--- src/datapathPkg.sv ---
`default_nettype none

package datapathPkg;

    // Default widths, the same as the datapath defaults
    localparam int wordBits = 32;
    localparam int regCount = 16;

    typedef logic [wordBits-1:0]   word_t;
    typedef logic [2*wordBits-1:0] dword_t;   // Z register and ALU result
    typedef logic [regCount-1:0]   regMask_t; // One bit per general register

    // ALU operation codes
    typedef enum logic [4:0] {
        opAdd  = 5'b00011,
        opSub  = 5'b00100,
        opAnd  = 5'b00101,
        opOr   = 5'b00110,
        opShr  = 5'b00111,
        opShra = 5'b01000,
        opShl  = 5'b01001,
        opRor  = 5'b01010,
        opRol  = 5'b01011,
        opNot  = 5'b01100,
        opNeg  = 5'b01101,
        opMul  = 5'b01110
    } aluOp_t;

    // Encoded bus driver
    typedef enum logic [2:0] {
        srcNone,
        srcReg,
        srcHi,
        srcLo,
        srcPc,
        srcMdr,
        srcZHigh,
        srcZLow
    } busIndex_t;

    typedef struct packed {
        regMask_t regOut;
        logic     hiOut;
        logic     loOut;
        logic     pcOut;
        logic     mdrOut;
        logic     zHighOut;
        logic     zLowOut;
    } busSrc_t;

    typedef struct packed {
        regMask_t regIn;
        logic     hiIn;
        logic     loIn;
        logic     pcIn;
        logic     irIn;
        logic     marIn;
        logic     mdrIn;
        logic     yIn;
        logic     zIn;
    } busDst_t;

    // One control word per clock cycle
    typedef struct packed {
        busSrc_t src;
        busDst_t dst;
        logic    read;  // MDR takes mdataIn instead of the bus
        logic    incPc; // Z gets bus plus one
        aluOp_t  op;
    } dpCtrl_t;

endpackage

`default_nettype wire

--- src/alu.sv ---
`timescale 1ns/1ps
`default_nettype none

module alu import datapathPkg::*; #(
    parameter int wordWidth = 32
) (
    input  word_t  a,       // Y register
    input  word_t  b,       // Bus
    input  aluOp_t op,
    input  logic   incPc,
    output dword_t result
);

    localparam int shW = $clog2(wordWidth);

    logic [shW-1:0]         shAmt;
    logic [2*wordWidth-1:0] rotR;
    logic [2*wordWidth-1:0] rotL;
    word_t                  sum;
    word_t                  diff;
    word_t                  incVal;
    word_t                  wordRes;
    dword_t                 product;

    // Shift amount from the low bits of the bus operand
    assign shAmt = b[shW-1:0];

    // Rotates through a doubled copy of a
    assign rotR = {a, a} >> shAmt; // Low half is a rotated right
    assign rotL = {a, a} << shAmt; // High half is a rotated left

    assign sum    = a + b;
    assign diff   = a - b;
    assign incVal = b + 1'b1;

    // Full unsigned product, both operands widened first
    assign product = dword_t'(a) * dword_t'(b);

    // Single word results, zero extended below
    always_comb begin
        case (op)
            opAdd: begin
                wordRes = sum;
            end
            opSub: begin
                wordRes = diff;
            end
            opAnd: begin
                wordRes = a & b;
            end
            opOr: begin
                wordRes = a | b;
            end
            opShr: begin
                wordRes = a >> shAmt;
            end
            opShra: begin
                wordRes = $signed(a) >>> shAmt; // Sign bit fills from the top
            end
            opShl: begin
                wordRes = a << shAmt;
            end
            opRor: begin
                wordRes = rotR[wordWidth-1:0];
            end
            opRol: begin
                wordRes = rotL[2*wordWidth-1:wordWidth];
            end
            opNot: begin
                wordRes = ~b;   // Operand comes from the bus alone
            end
            opNeg: begin
                wordRes = -b;   // Two's complement of the bus
            end
            default: begin
                wordRes = '0;   // Covers opMul and unused codes
            end
        endcase
    end

    // IncPC overrides the operation
    always_comb begin
        if (incPc) begin
            result = dword_t'(incVal);
        end else if (op == opMul) begin
            result = product;
        end else begin
            result = dword_t'(wordRes);
        end
    end

endmodule

`default_nettype wire

--- src/busMux.sv ---
`timescale 1ns/1ps
`default_nettype none

module busMux import datapathPkg::*; #(
    parameter int wordWidth = 32,
    parameter int numRegs   = 16
) (
    input  busSrc_t src,
    input  word_t   regQ [numRegs],
    input  word_t   hi,
    input  word_t   lo,
    input  word_t   pc,
    input  word_t   mdr,
    input  dword_t  z,
    output word_t   bus
);

    localparam int selW = (numRegs > 1) ? $clog2(numRegs) : 1;

    busIndex_t       srcIdx;
    logic [selW-1:0] regSel;

    // Lowest numbered register out strobe wins
    always_comb begin
        regSel = '0;
        for (int i = numRegs - 1; i >= 0; i--) begin
            if (src.regOut[i]) begin
                regSel = selW'(i); // Scanned downward so the last hit is the lowest
            end
        end
    end

    // Source priority, registers above everything else
    always_comb begin
        if (|src.regOut) begin
            srcIdx = srcReg;
        end else if (src.hiOut) begin
            srcIdx = srcHi;
        end else if (src.loOut) begin
            srcIdx = srcLo;
        end else if (src.pcOut) begin
            srcIdx = srcPc;
        end else if (src.mdrOut) begin
            srcIdx = srcMdr;
        end else if (src.zHighOut) begin
            srcIdx = srcZHigh;
        end else if (src.zLowOut) begin
            srcIdx = srcZLow;
        end else begin
            srcIdx = srcNone;
        end
    end

    always_comb begin
        case (srcIdx)
            srcReg:   bus = regQ[regSel];
            srcHi:    bus = hi;
            srcLo:    bus = lo;
            srcPc:    bus = pc;
            srcMdr:   bus = mdr;
            srcZHigh: bus = z[wordWidth +: wordWidth];
            srcZLow:  bus = z[wordWidth-1:0];
            default:  bus = '0; // Idle bus reads zero
        endcase
    end

endmodule

`default_nettype wire

--- src/datapath.sv ---
`timescale 1ns/1ps
`default_nettype none

module datapath import datapathPkg::*; #(
    parameter int wordWidth = 32,
    parameter int numRegs   = 16
) (
    input  logic    clock,
    input  logic    rst,
    input  dpCtrl_t ctrl,
    input  word_t   mdataIn,  // From memory
    output word_t   busOut,
    output word_t   marOut,   // To memory
    output word_t   irOut
);

    word_t  bus;
    word_t  regQ [numRegs];
    word_t  hi;
    word_t  lo;

    // Special registers
    word_t  pc;
    word_t  ir;
    word_t  mar;
    word_t  mdr;
    word_t  y;
    dword_t z;

    dword_t aluResult;
    word_t  mdrNext;

    registerFile #(
        .wordWidth(wordWidth),
        .numRegs  (numRegs)
    ) regs (
        .clock(clock),
        .rst  (rst),
        .bus  (bus),
        .regIn(ctrl.dst.regIn),
        .hiIn (ctrl.dst.hiIn),
        .loIn (ctrl.dst.loIn),
        .regQ (regQ),
        .hi   (hi),
        .lo   (lo)
    );

    // Single driver onto the shared bus
    busMux #(
        .wordWidth(wordWidth),
        .numRegs  (numRegs)
    ) mux (
        .src (ctrl.src),
        .regQ(regQ),
        .hi  (hi),
        .lo  (lo),
        .pc  (pc),
        .mdr (mdr),
        .z   (z),
        .bus (bus)
    );

    // Y is operand A, the bus is operand B
    alu #(
        .wordWidth(wordWidth)
    ) aluUnit (
        .a     (y),
        .b     (bus),
        .op    (ctrl.op),
        .incPc (ctrl.incPc),
        .result(aluResult)
    );

    // Memory read bypasses the bus
    assign mdrNext = ctrl.read ? mdataIn : bus;

    // PC, IR and MAR all load straight from the bus
    always_ff @(posedge clock) begin
        if (rst) begin
            pc  <= '0;
            ir  <= '0;
            mar <= '0;
        end else begin
            if (ctrl.dst.pcIn) begin
                pc <= bus;
            end
            if (ctrl.dst.irIn) begin
                ir <= bus;
            end
            if (ctrl.dst.marIn) begin
                mar <= bus;
            end
        end
    end

    always_ff @(posedge clock) begin
        if (rst) begin
            mdr <= '0;
        end else if (ctrl.dst.mdrIn) begin
            mdr <= mdrNext;
        end
    end

    // Y latches the first operand, Z the whole ALU result
    always_ff @(posedge clock) begin
        if (rst) begin
            y <= '0;
            z <= '0;
        end else begin
            if (ctrl.dst.yIn) begin
                y <= bus;
            end
            if (ctrl.dst.zIn) begin
                z <= aluResult;
            end
        end
    end

    assign busOut = bus;
    assign marOut = mar;
    assign irOut  = ir;

endmodule

`default_nettype wire

--- src/registerFile.sv ---
`timescale 1ns/1ps
`default_nettype none

module registerFile import datapathPkg::*; #(
    parameter int wordWidth = 32,
    parameter int numRegs   = 16
) (
    input  logic     clock,
    input  logic     rst,
    input  word_t    bus,
    input  regMask_t regIn,
    input  logic     hiIn,
    input  logic     loIn,
    output word_t    regQ [numRegs],
    output word_t    hi,
    output word_t    lo
);

    // General registers first, then HI and LO in the two top slots
    localparam int numSlots = numRegs + 2;
    localparam int hiSlot   = numRegs;
    localparam int loSlot   = numRegs + 1;

    logic [wordWidth-1:0] slots [numSlots];
    logic [numSlots-1:0]  load;

    assign load = {loIn, hiIn, regIn};

    // Any number of slots may take the same bus word in one cycle
    always_ff @(posedge clock) begin
        for (int i = 0; i < numSlots; i++) begin
            if (rst) begin
                slots[i] <= '0;
            end else if (load[i]) begin
                slots[i] <= bus;
            end
        end
    end

    // Reads are combinational
    for (genvar g = 0; g < numRegs; g++) begin : genRead
        assign regQ[g] = slots[g];
    end

    assign hi = slots[hiSlot];
    assign lo = slots[loSlot];

endmodule

`default_nettype wire

--- config.mk ---
export PLATFORM = sky130hd
export DESIGN_NAME = datapath
export DESIGN_NICKNAME = d
export VERILOG_FILES = /design/src/datapathPkg.sv /design/src/alu.sv /design/src/busMux.sv /design/src/datapath.sv /design/src/registerFile.sv
export SDC_FILE = /design/constraint.sdc
export NUM_CORES = 2
export LEC_CHECK = 0
export BUFFER_PORTS_ARGS = -buffer_cell sky130_fd_sc_hd__buf_2
export CAP_MARGIN = 20
export CORE_ASPECT_RATIO = 1.25
export CORE_MARGIN = 5
export CORE_UTILIZATION = 35
export DETAILED_ROUTE_END_ITERATION = 8
export SETUP_SLACK_MARGIN = 0.5
export SLEW_MARGIN = 10
export SYNTH_ARGS = -nofsm -noshare
export SYNTH_HDL_FRONTEND = slang
export SYNTH_HIERARCHICAL = 1
export SYNTH_SLANG_ARGS = --single-unit
--- constraint.sdc ---
create_clock -name clock -period 19.55 [get_ports clock]
set_clock_uncertainty 0.1 [all_clocks]
set_input_delay 1.955 -clock clock [delete_from_list [all_inputs] [get_ports clock]]
set_output_delay 1.955 -clock clock [all_outputs]
set_load 0.03 [all_outputs]
**Yosys cells after proc, flatten, opt, wreduce, memory -nomap -nowiden**

Memory sizes are Yosys's and may differ from the RTL's.
Cells that the tools add are included.

- Bitwise gates (word level): 22
- Add/sub/neg operators: 4
- Mux-type cells: 105
- Shifts and indexed selects: 5
- Reductions and logical operators: 1
- Equality and inequality tests: 19
- $lt $le $gt $ge: 1
- $mul: 1

Operator list:

| kind | count |
|---|---|
| $mux 32 | 21 |
| $pmux 32 s11 | 1 |
| $pmux 32 s7 | 1 |
| $bmux 32 s4 | 1 |
| $mux 64 | 2 |
| $mul 32x32->64 | 1 |
| $mux 4 | 16 |
| $shl 64x5->64 | 1 |
| $shr 64x5->32 | 1 |
| $mux 1 | 56 |
| $eq 5x4->1 const B | 7 |
| $add 32x1->32 const B | 1 |
| $add 32x32->32 | 1 |
| $and 32x32->32 | 1 |
| $neg 32->32 | 1 |
| $not 32->32 | 1 |
| $or 32x32->32 | 1 |
| $shl 32x5->32 | 1 |
| $shr 32x5->32 | 1 |
| $sshr 32x5->32 | 1 |
| $sub 32x32->32 | 1 |
| $mux 3 | 7 |
| $eq 5x3->1 const B | 4 |
| $or 1x1->1 | 18 |
| other kinds (7) | 11 |

- Output and inout bits: 96
- Memories: 1
- Input bits: 87
- Word-level logic and storage cells: 165
- RAM bits: 576
- Register bits after elaboration: 224

Memories:

| memory | words | bits a word | read ports | clocked after memory_dff | write ports | line | text |
|---|---|---|---|---|---|---|---|
| regs.slots | 18 | 32 | 18 | 0 | 18 | registerFile.sv:24 | `logic [wordWidth-1:0] slots [numSlots];` |

**Logic depth before layout (Yosys ltp)**

- Word-level depth: 25
- Mapped depth: 43
- Gate-level depth less buffers: 36

**Modules after synthesis**

Netlist, hierarchy kept.

By module, submodules not included:

| module | area an instance (um^2) | seq. area each (um^2) | cells each | instances |
|---|---|---|---|---|
| alu | 42248.0 | 0.0 | 5266 | 1 |
| registerFile | 23575.1 | 17296.6 | 1322 | 1 |
| datapath | 8215.4 | 4484.3 | 763 | 1 |
| busMux | 5891.9 | 0.0 | 1139 | 1 |

**Worst setup path after synthesis**

No wires, ideal clock.

- Kind: input-to-reg
- Start point: in ctrl[41] (netlist name)
- End point: reg z[58]
- Arrival time: 12.410 ns
- Data required time: 19.333 ns
- Stages: 42
- Setup time: 0.117 ns
- Setup slack: 6.923 ns
- Buffers on the path: 9
- Path through: or4_1 -> a211o_1 -> buf_4 -> nor3_4 -> buf_4 -> buf_6 -> nand3_1 -> nand4_1 -> nand3_1 -> buf_2 -> inv_1 -> clkbuf_1 -> clkbuf_1 -> clkbuf_1 -> buf_1 -> nor2_1 -> fa_1 -> inv_1 -> (+6 left out) -> fa_1 -> inv_1 -> fa_1 -> fa_1 -> ha_1 -> clkbuf_1 -> a21oi_1 -> o21ai_1 -> a2111oi_4 -> a211oi_2 -> o211a_1 -> o31ai_4 -> a31oi_4 -> o31ai_1 -> xor2_1 -> nor2_1 -> mux2i_1 -> nor2_1

- Longest elaborated chain between the ends: 13
- Elaborated cells on any way between the ends: 22
- Classes of those cells: 1 x mul; 7 x eq/ne; 12 x mux; 1 x bitwise; 1 x reduce/logical

Ends and longest elaborated chain:

| what | line | text |
|---|---|---|
| from (decl) | datapath.sv:10 | `input dpCtrl_t ctrl,` |
| $mux 4 (5 in series) | busMux.sv:27 | `if (src.regOut[i]) begin` |
| $not 4->5 (not written as such) | busMux.sv:56 | `srcReg: bus = regQ[regSel];` |
| $bmux 32 s4 | busMux.sv:56 |  |
| $mux 32 (not written as such) (2 in series) | busMux.sv:56 |  |
| $pmux 32 s7 (*) | busMux.sv:55 | `case (srcIdx)` |
| named net busOut[2] | datapath.sv:12 | `output word_t busOut,` |
| $mul 32x32->64 (*) | alu.sv:37 | `assign product = dword_t'(a) * dword_t'(b);` |
| $mux 64 (*) | alu.sv:85 | `end else if (op == opMul) begin` |
| $mux 64 (*) | alu.sv:83 | `if (incPc) begin` |
| named net aluResult[58] | datapath.sv:30 | `dword_t aluResult;` |
| to (signal assigned) | datapath.sv:114 | `z <= aluResult;` |
| to (decl) | datapath.sv:28 | `dword_t z;` |

The timed path passes the listed nets; every way through them passes the cells marked *. The select of a mux whose other input is x is not followed.
A chain may end at the register's enable or synchronous reset.

**Worst setup path in the final report**

- Start point: in ctrl[41] (netlist name)
- End point: reg z[29]

- Longest elaborated chain between the ends: 14
- Elaborated cells on any way between the ends: 35
- Classes of those cells: 4 x add/sub; 1 x mul; 7 x eq/ne; 5 x shift; 13 x mux; 4 x bitwise; 1 x reduce/logical

Ends and longest elaborated chain:

| what | line |
|---|---|
| $mux 4 (5 in series) | busMux.sv:27 |
| $not 4->5 (not written as such) | busMux.sv:56 |
| $bmux 32 s4 | busMux.sv:56 |
| $mux 32 (not written as such) (2 in series) | busMux.sv:56 |
| $pmux 32 s7 (*) | busMux.sv:55 |
| parallel branches: the longest is 3 deep, another holds $mul 32x32->64 | -- |
| $mux 64 (*) | alu.sv:83 |
| named net aluResult[29] | datapath.sv:30 |

Mark *: on every way through the listed nets, which the timed path passes. The select of a mux whose other input is x is not followed.

==> summary.md <==
| Metric | Value |
|---|---|
| CP Data Required Time | `20.03 ns` |
| Post-synth top area cell | `fa_1` |
| Seq/Total Area, Yosys | `27.2%` |
| GRT Total Usage | `around 28%` |
| Slowest Stage Delay on Critical Path | `between 0.8 and 0.9 ns` |
| Pre-antenna DRT Iters | `9` |
| Ys async rst share | `0%` |
| Leak Pwr | `between 30 and 40 nW` |
| Max-Slew Margin vs Limit | `15.4%` |
| CTS Hold Bufs | `0` |
| CTS Buffer Depth | `3` |
| Final Util | `a little under two fifths` |
| Hold Vio Cnt, Final | `0` |
| First-pass GRT wire length | `slightly below 500 mm` |
| FP Rows | `around 200` |
| Die Width | `approximately 440 um` |
| Syn_nets | `roughly 9800` |
| Status | `completed` |
| Global route overflow | `0` |
| Cells after synthesis | `8490` |
| Hold path endpoint | `irOut[7]` |
| Buffers on Ports | `about 180` |
| Synth top area share | `between 20 and 25%` |
| Synth top area cells | `fa_1 (22%), edfxtp_1 (22%), and3b_1 (6.3%)` |
| Gpl congestion | `1.02` |
| Largest net degree at the start of global routing | `153` |
| Worst hold stages | `2` |
| Critical R2R Capture | `z[29]` |
| Area of the multi-input gates | `~51000 sq um` |
| Fin crit period | `around 14 ns` |
| CTS H-tree lvls | `3` |
| Slew @ Worst Pin | `around 1.3 ns` |
| Fillers | `roughly 23000` |
| IO Pins | `between 150 and 200` |
| Yosys reg bits | `800` |
| Register area | `21800 sq um` |
| Period utilization | `between 60% and 70%` |
| Hold Crit Class | `reg2reg` |
| Reg-to-reg slack, setup | `8.54 ns` |
| Vias in the first global route | `between 60000 and 70000` |
| Initial antenna violation count | `38` |
| CP dominant cell by count | `fa_1` |
| Clk_lat worst skew | `0.70 ns` |
| CP Capture Type | `flop` |
| Most frequent cells in the layout | `nor2_1 (1078), nand2_1 (1067), inv_1 (930), fa_1 (897), and3b_1 (577)` |
| Share of cells above drive strength 1 | `8.70%` |
| PD cells | `93.3 nW/um^2` |
| Critical path arrival | `roughly 14 ns` |
| Final net count | `just under 10000` |
| YS warnings | `6` |
| Max Clock Freq | `between 70 and 80 MHz` |
| Slew Limit Fails | `0` |
| Reg clk slew, reported paths | `around 0.06 ns` |
| Worst-path fanout max | `72` |
| Prevailing post-synth register cell | `edfxtp_1` |
| Routed WL | `roughly 350 mm` |
| Vias | `approximately 67000` |
| Most frequent standard cell in the layout excluding fill and tap cells | `nor2_1` |
| Worst reg-to-reg path cell count | `32` |
| Vias/cell | `~5.9` |
| Syn Area/Cell | `9.41 sq um` |
| VDD IR-drop max | `around 0.00011 V` |
| Crit Reg-Reg Startpoint | `z[12]` |
| Post-CTS Resized | `0` |
| DR WL/cell | `30.5 um` |
| Antenna viol nets, final | `0` |
| Final setup viols | `0` |
| Core area | `approximately 230000 sq um` |
| DRC Markers | `0` |
| CTS tree | `built` |
| Post-Syn Area | `~80000 sq um` |
| Initial Util | `between 30% and 40%` |
| Clk sinks | `800` |
| Initial DRC count | `7089` |
| Postcts setup bufs | `0` |
| CP Launch Type | `primary input` |
| Netlist cell types | `roughly 100` |
| Setup TNS | `0 ns` |
| Placed wire-length estimate | `243 mm` |
| Unrepaired setup endpoints after global routing | `no` |
| Clock buffer count from CTS | `80` |
| Max cap viols | `0` |
| Hold path start | `irOut[7]` |
| Die ar. | `between 200000 and 250000 sq um` |
| CP max stage cell | `a2111oi_0` |
| EDFF count, synth | `between 500 and 600` |
| Root Driver | `clkbuf_16` |
| Critical path class | `in2reg` |
| Area delta synth->final | `7.62%` |
| Die Y | `between 500 and 600 um` |
registers in the layout, summed over array words and instances, names as in the netlist:
signal	count
irOut	32
marOut	32
mdr	32
pc	32
regs/slots	576
y	32
z	64
cell families (layout without fill, tap and decap cells):
logic type	Yosys count	in the layout	synth area share, %
and+or+nand+nor	3240	3240	20.2
buffers and inverters	1615	1530	8.71
adders and majority gates	1259	1259	28.1
AOI/OAI and AO/OA	1034	1034	8.64
DFF	800	800	27.2
muxes	412	412	5.68
xor gates and xnor gates	130	130	1.42
other	0	9	0
synth_stat cells, types with 22 or more instances:
master	instances
mux2i_1	351
a21o_1	62
o21ai_0	156
and3_1	24
a31oi_1	77
a221oi_1	49
o22ai_1	37
a211oi_1	70
a21oi_1	281
a22oi_1	44
or2_2	29
xnor2_1	90
buf_6	66
edfxtp_1	576
mux4_2	30
buf_4	22
buf_2	85
nand4_1	73
mux2_2	31
o221ai_1	23
fa_1	897
inv_1	940
and3b_1	577
xor2_1	40
o211ai_1	37
dfxtp_1	224
nand3_1	233
nand2_1	1067
buf_1	106
ha_1	362
o21a_1	24
clkbuf_1	362
nor3_1	49
nor2_1	1083
layout make-up:
type	instances	area share, %
multi-input cells	6075	59.8
flip-flops and latches	800	25.3
well taps	2970	4.32
inverters	959	4.18
repair buffers	423	3.34
clock buffers	96	2.48
clock inverters	52	0.484
diodes	9	0.0262
power by group:
part	internal [mW]	total, mW	leakage (nW)	switching, mW
clock	0.829	1.56	1.25	0.730
sequential	1.96	2.02	8.21	0.0542
combinational	1.42	4.45	30.1	3.03
total	4.21	8.03	39.6	3.82
layer usage:
metal | vias to the layer above | share of wire [%] | track usage [%]
li1 | 28000 | - | -
met1 | 33700 | 35 | 32.9
met2 | 3952 | 45 | 46.1
met3 | 1245 | 9.1 | 5.41
met4 | 10 | 10 | 23.0
met5 | - | 0.016 | 0
worst max path at each step:
stage	from	end	slack, ns
after CTS	ctrl[41]	z[29]	6.11
after global routing	ctrl[41]	z[52]	5.49
after detailed placement	ctrl[41]	z[29]	5.37
final	ctrl[41]	z[29]	5.89
after global placement	ctrl[41]	z[29]	5.40
after floorplan	ctrl[41]	z[58]	6.92
critical path, delay by kind of cell:
kind                     cells  cell delay [ns]
buffers and inverters        9             2.54
multiplexers                 2             0.50
AND/OR/NAND/NOR             10             1.59
AO/OA/AOI/OAI                7             3.06
adder cells (fa/ha/maj)      9             4.36
stage by stage:
step / hold WS (ns) / setup WS, ns / total power, mW / instances / cell area [sq um]
2_1_floorplan: 0.360 / 6.92 / 4.75 / 8490 / 79900
3_3_place_gp: 0.366 / 5.40 / 6.38 / 11200 / 83300
3_5_place_dp: 0.374 / 5.37 / 6.40 / 11200 / 83400
4_1_cts: 0.391 / 6.11 / 7.98 / 11400 / 85900
5_1_grt: 0.416 / 5.49 / 8.39 / 11400 / 86000
6_report: 0.385 / 5.89 / 8.03 / 11400 / 86000
Note: power is estimated with default switching activity, not from simulation.
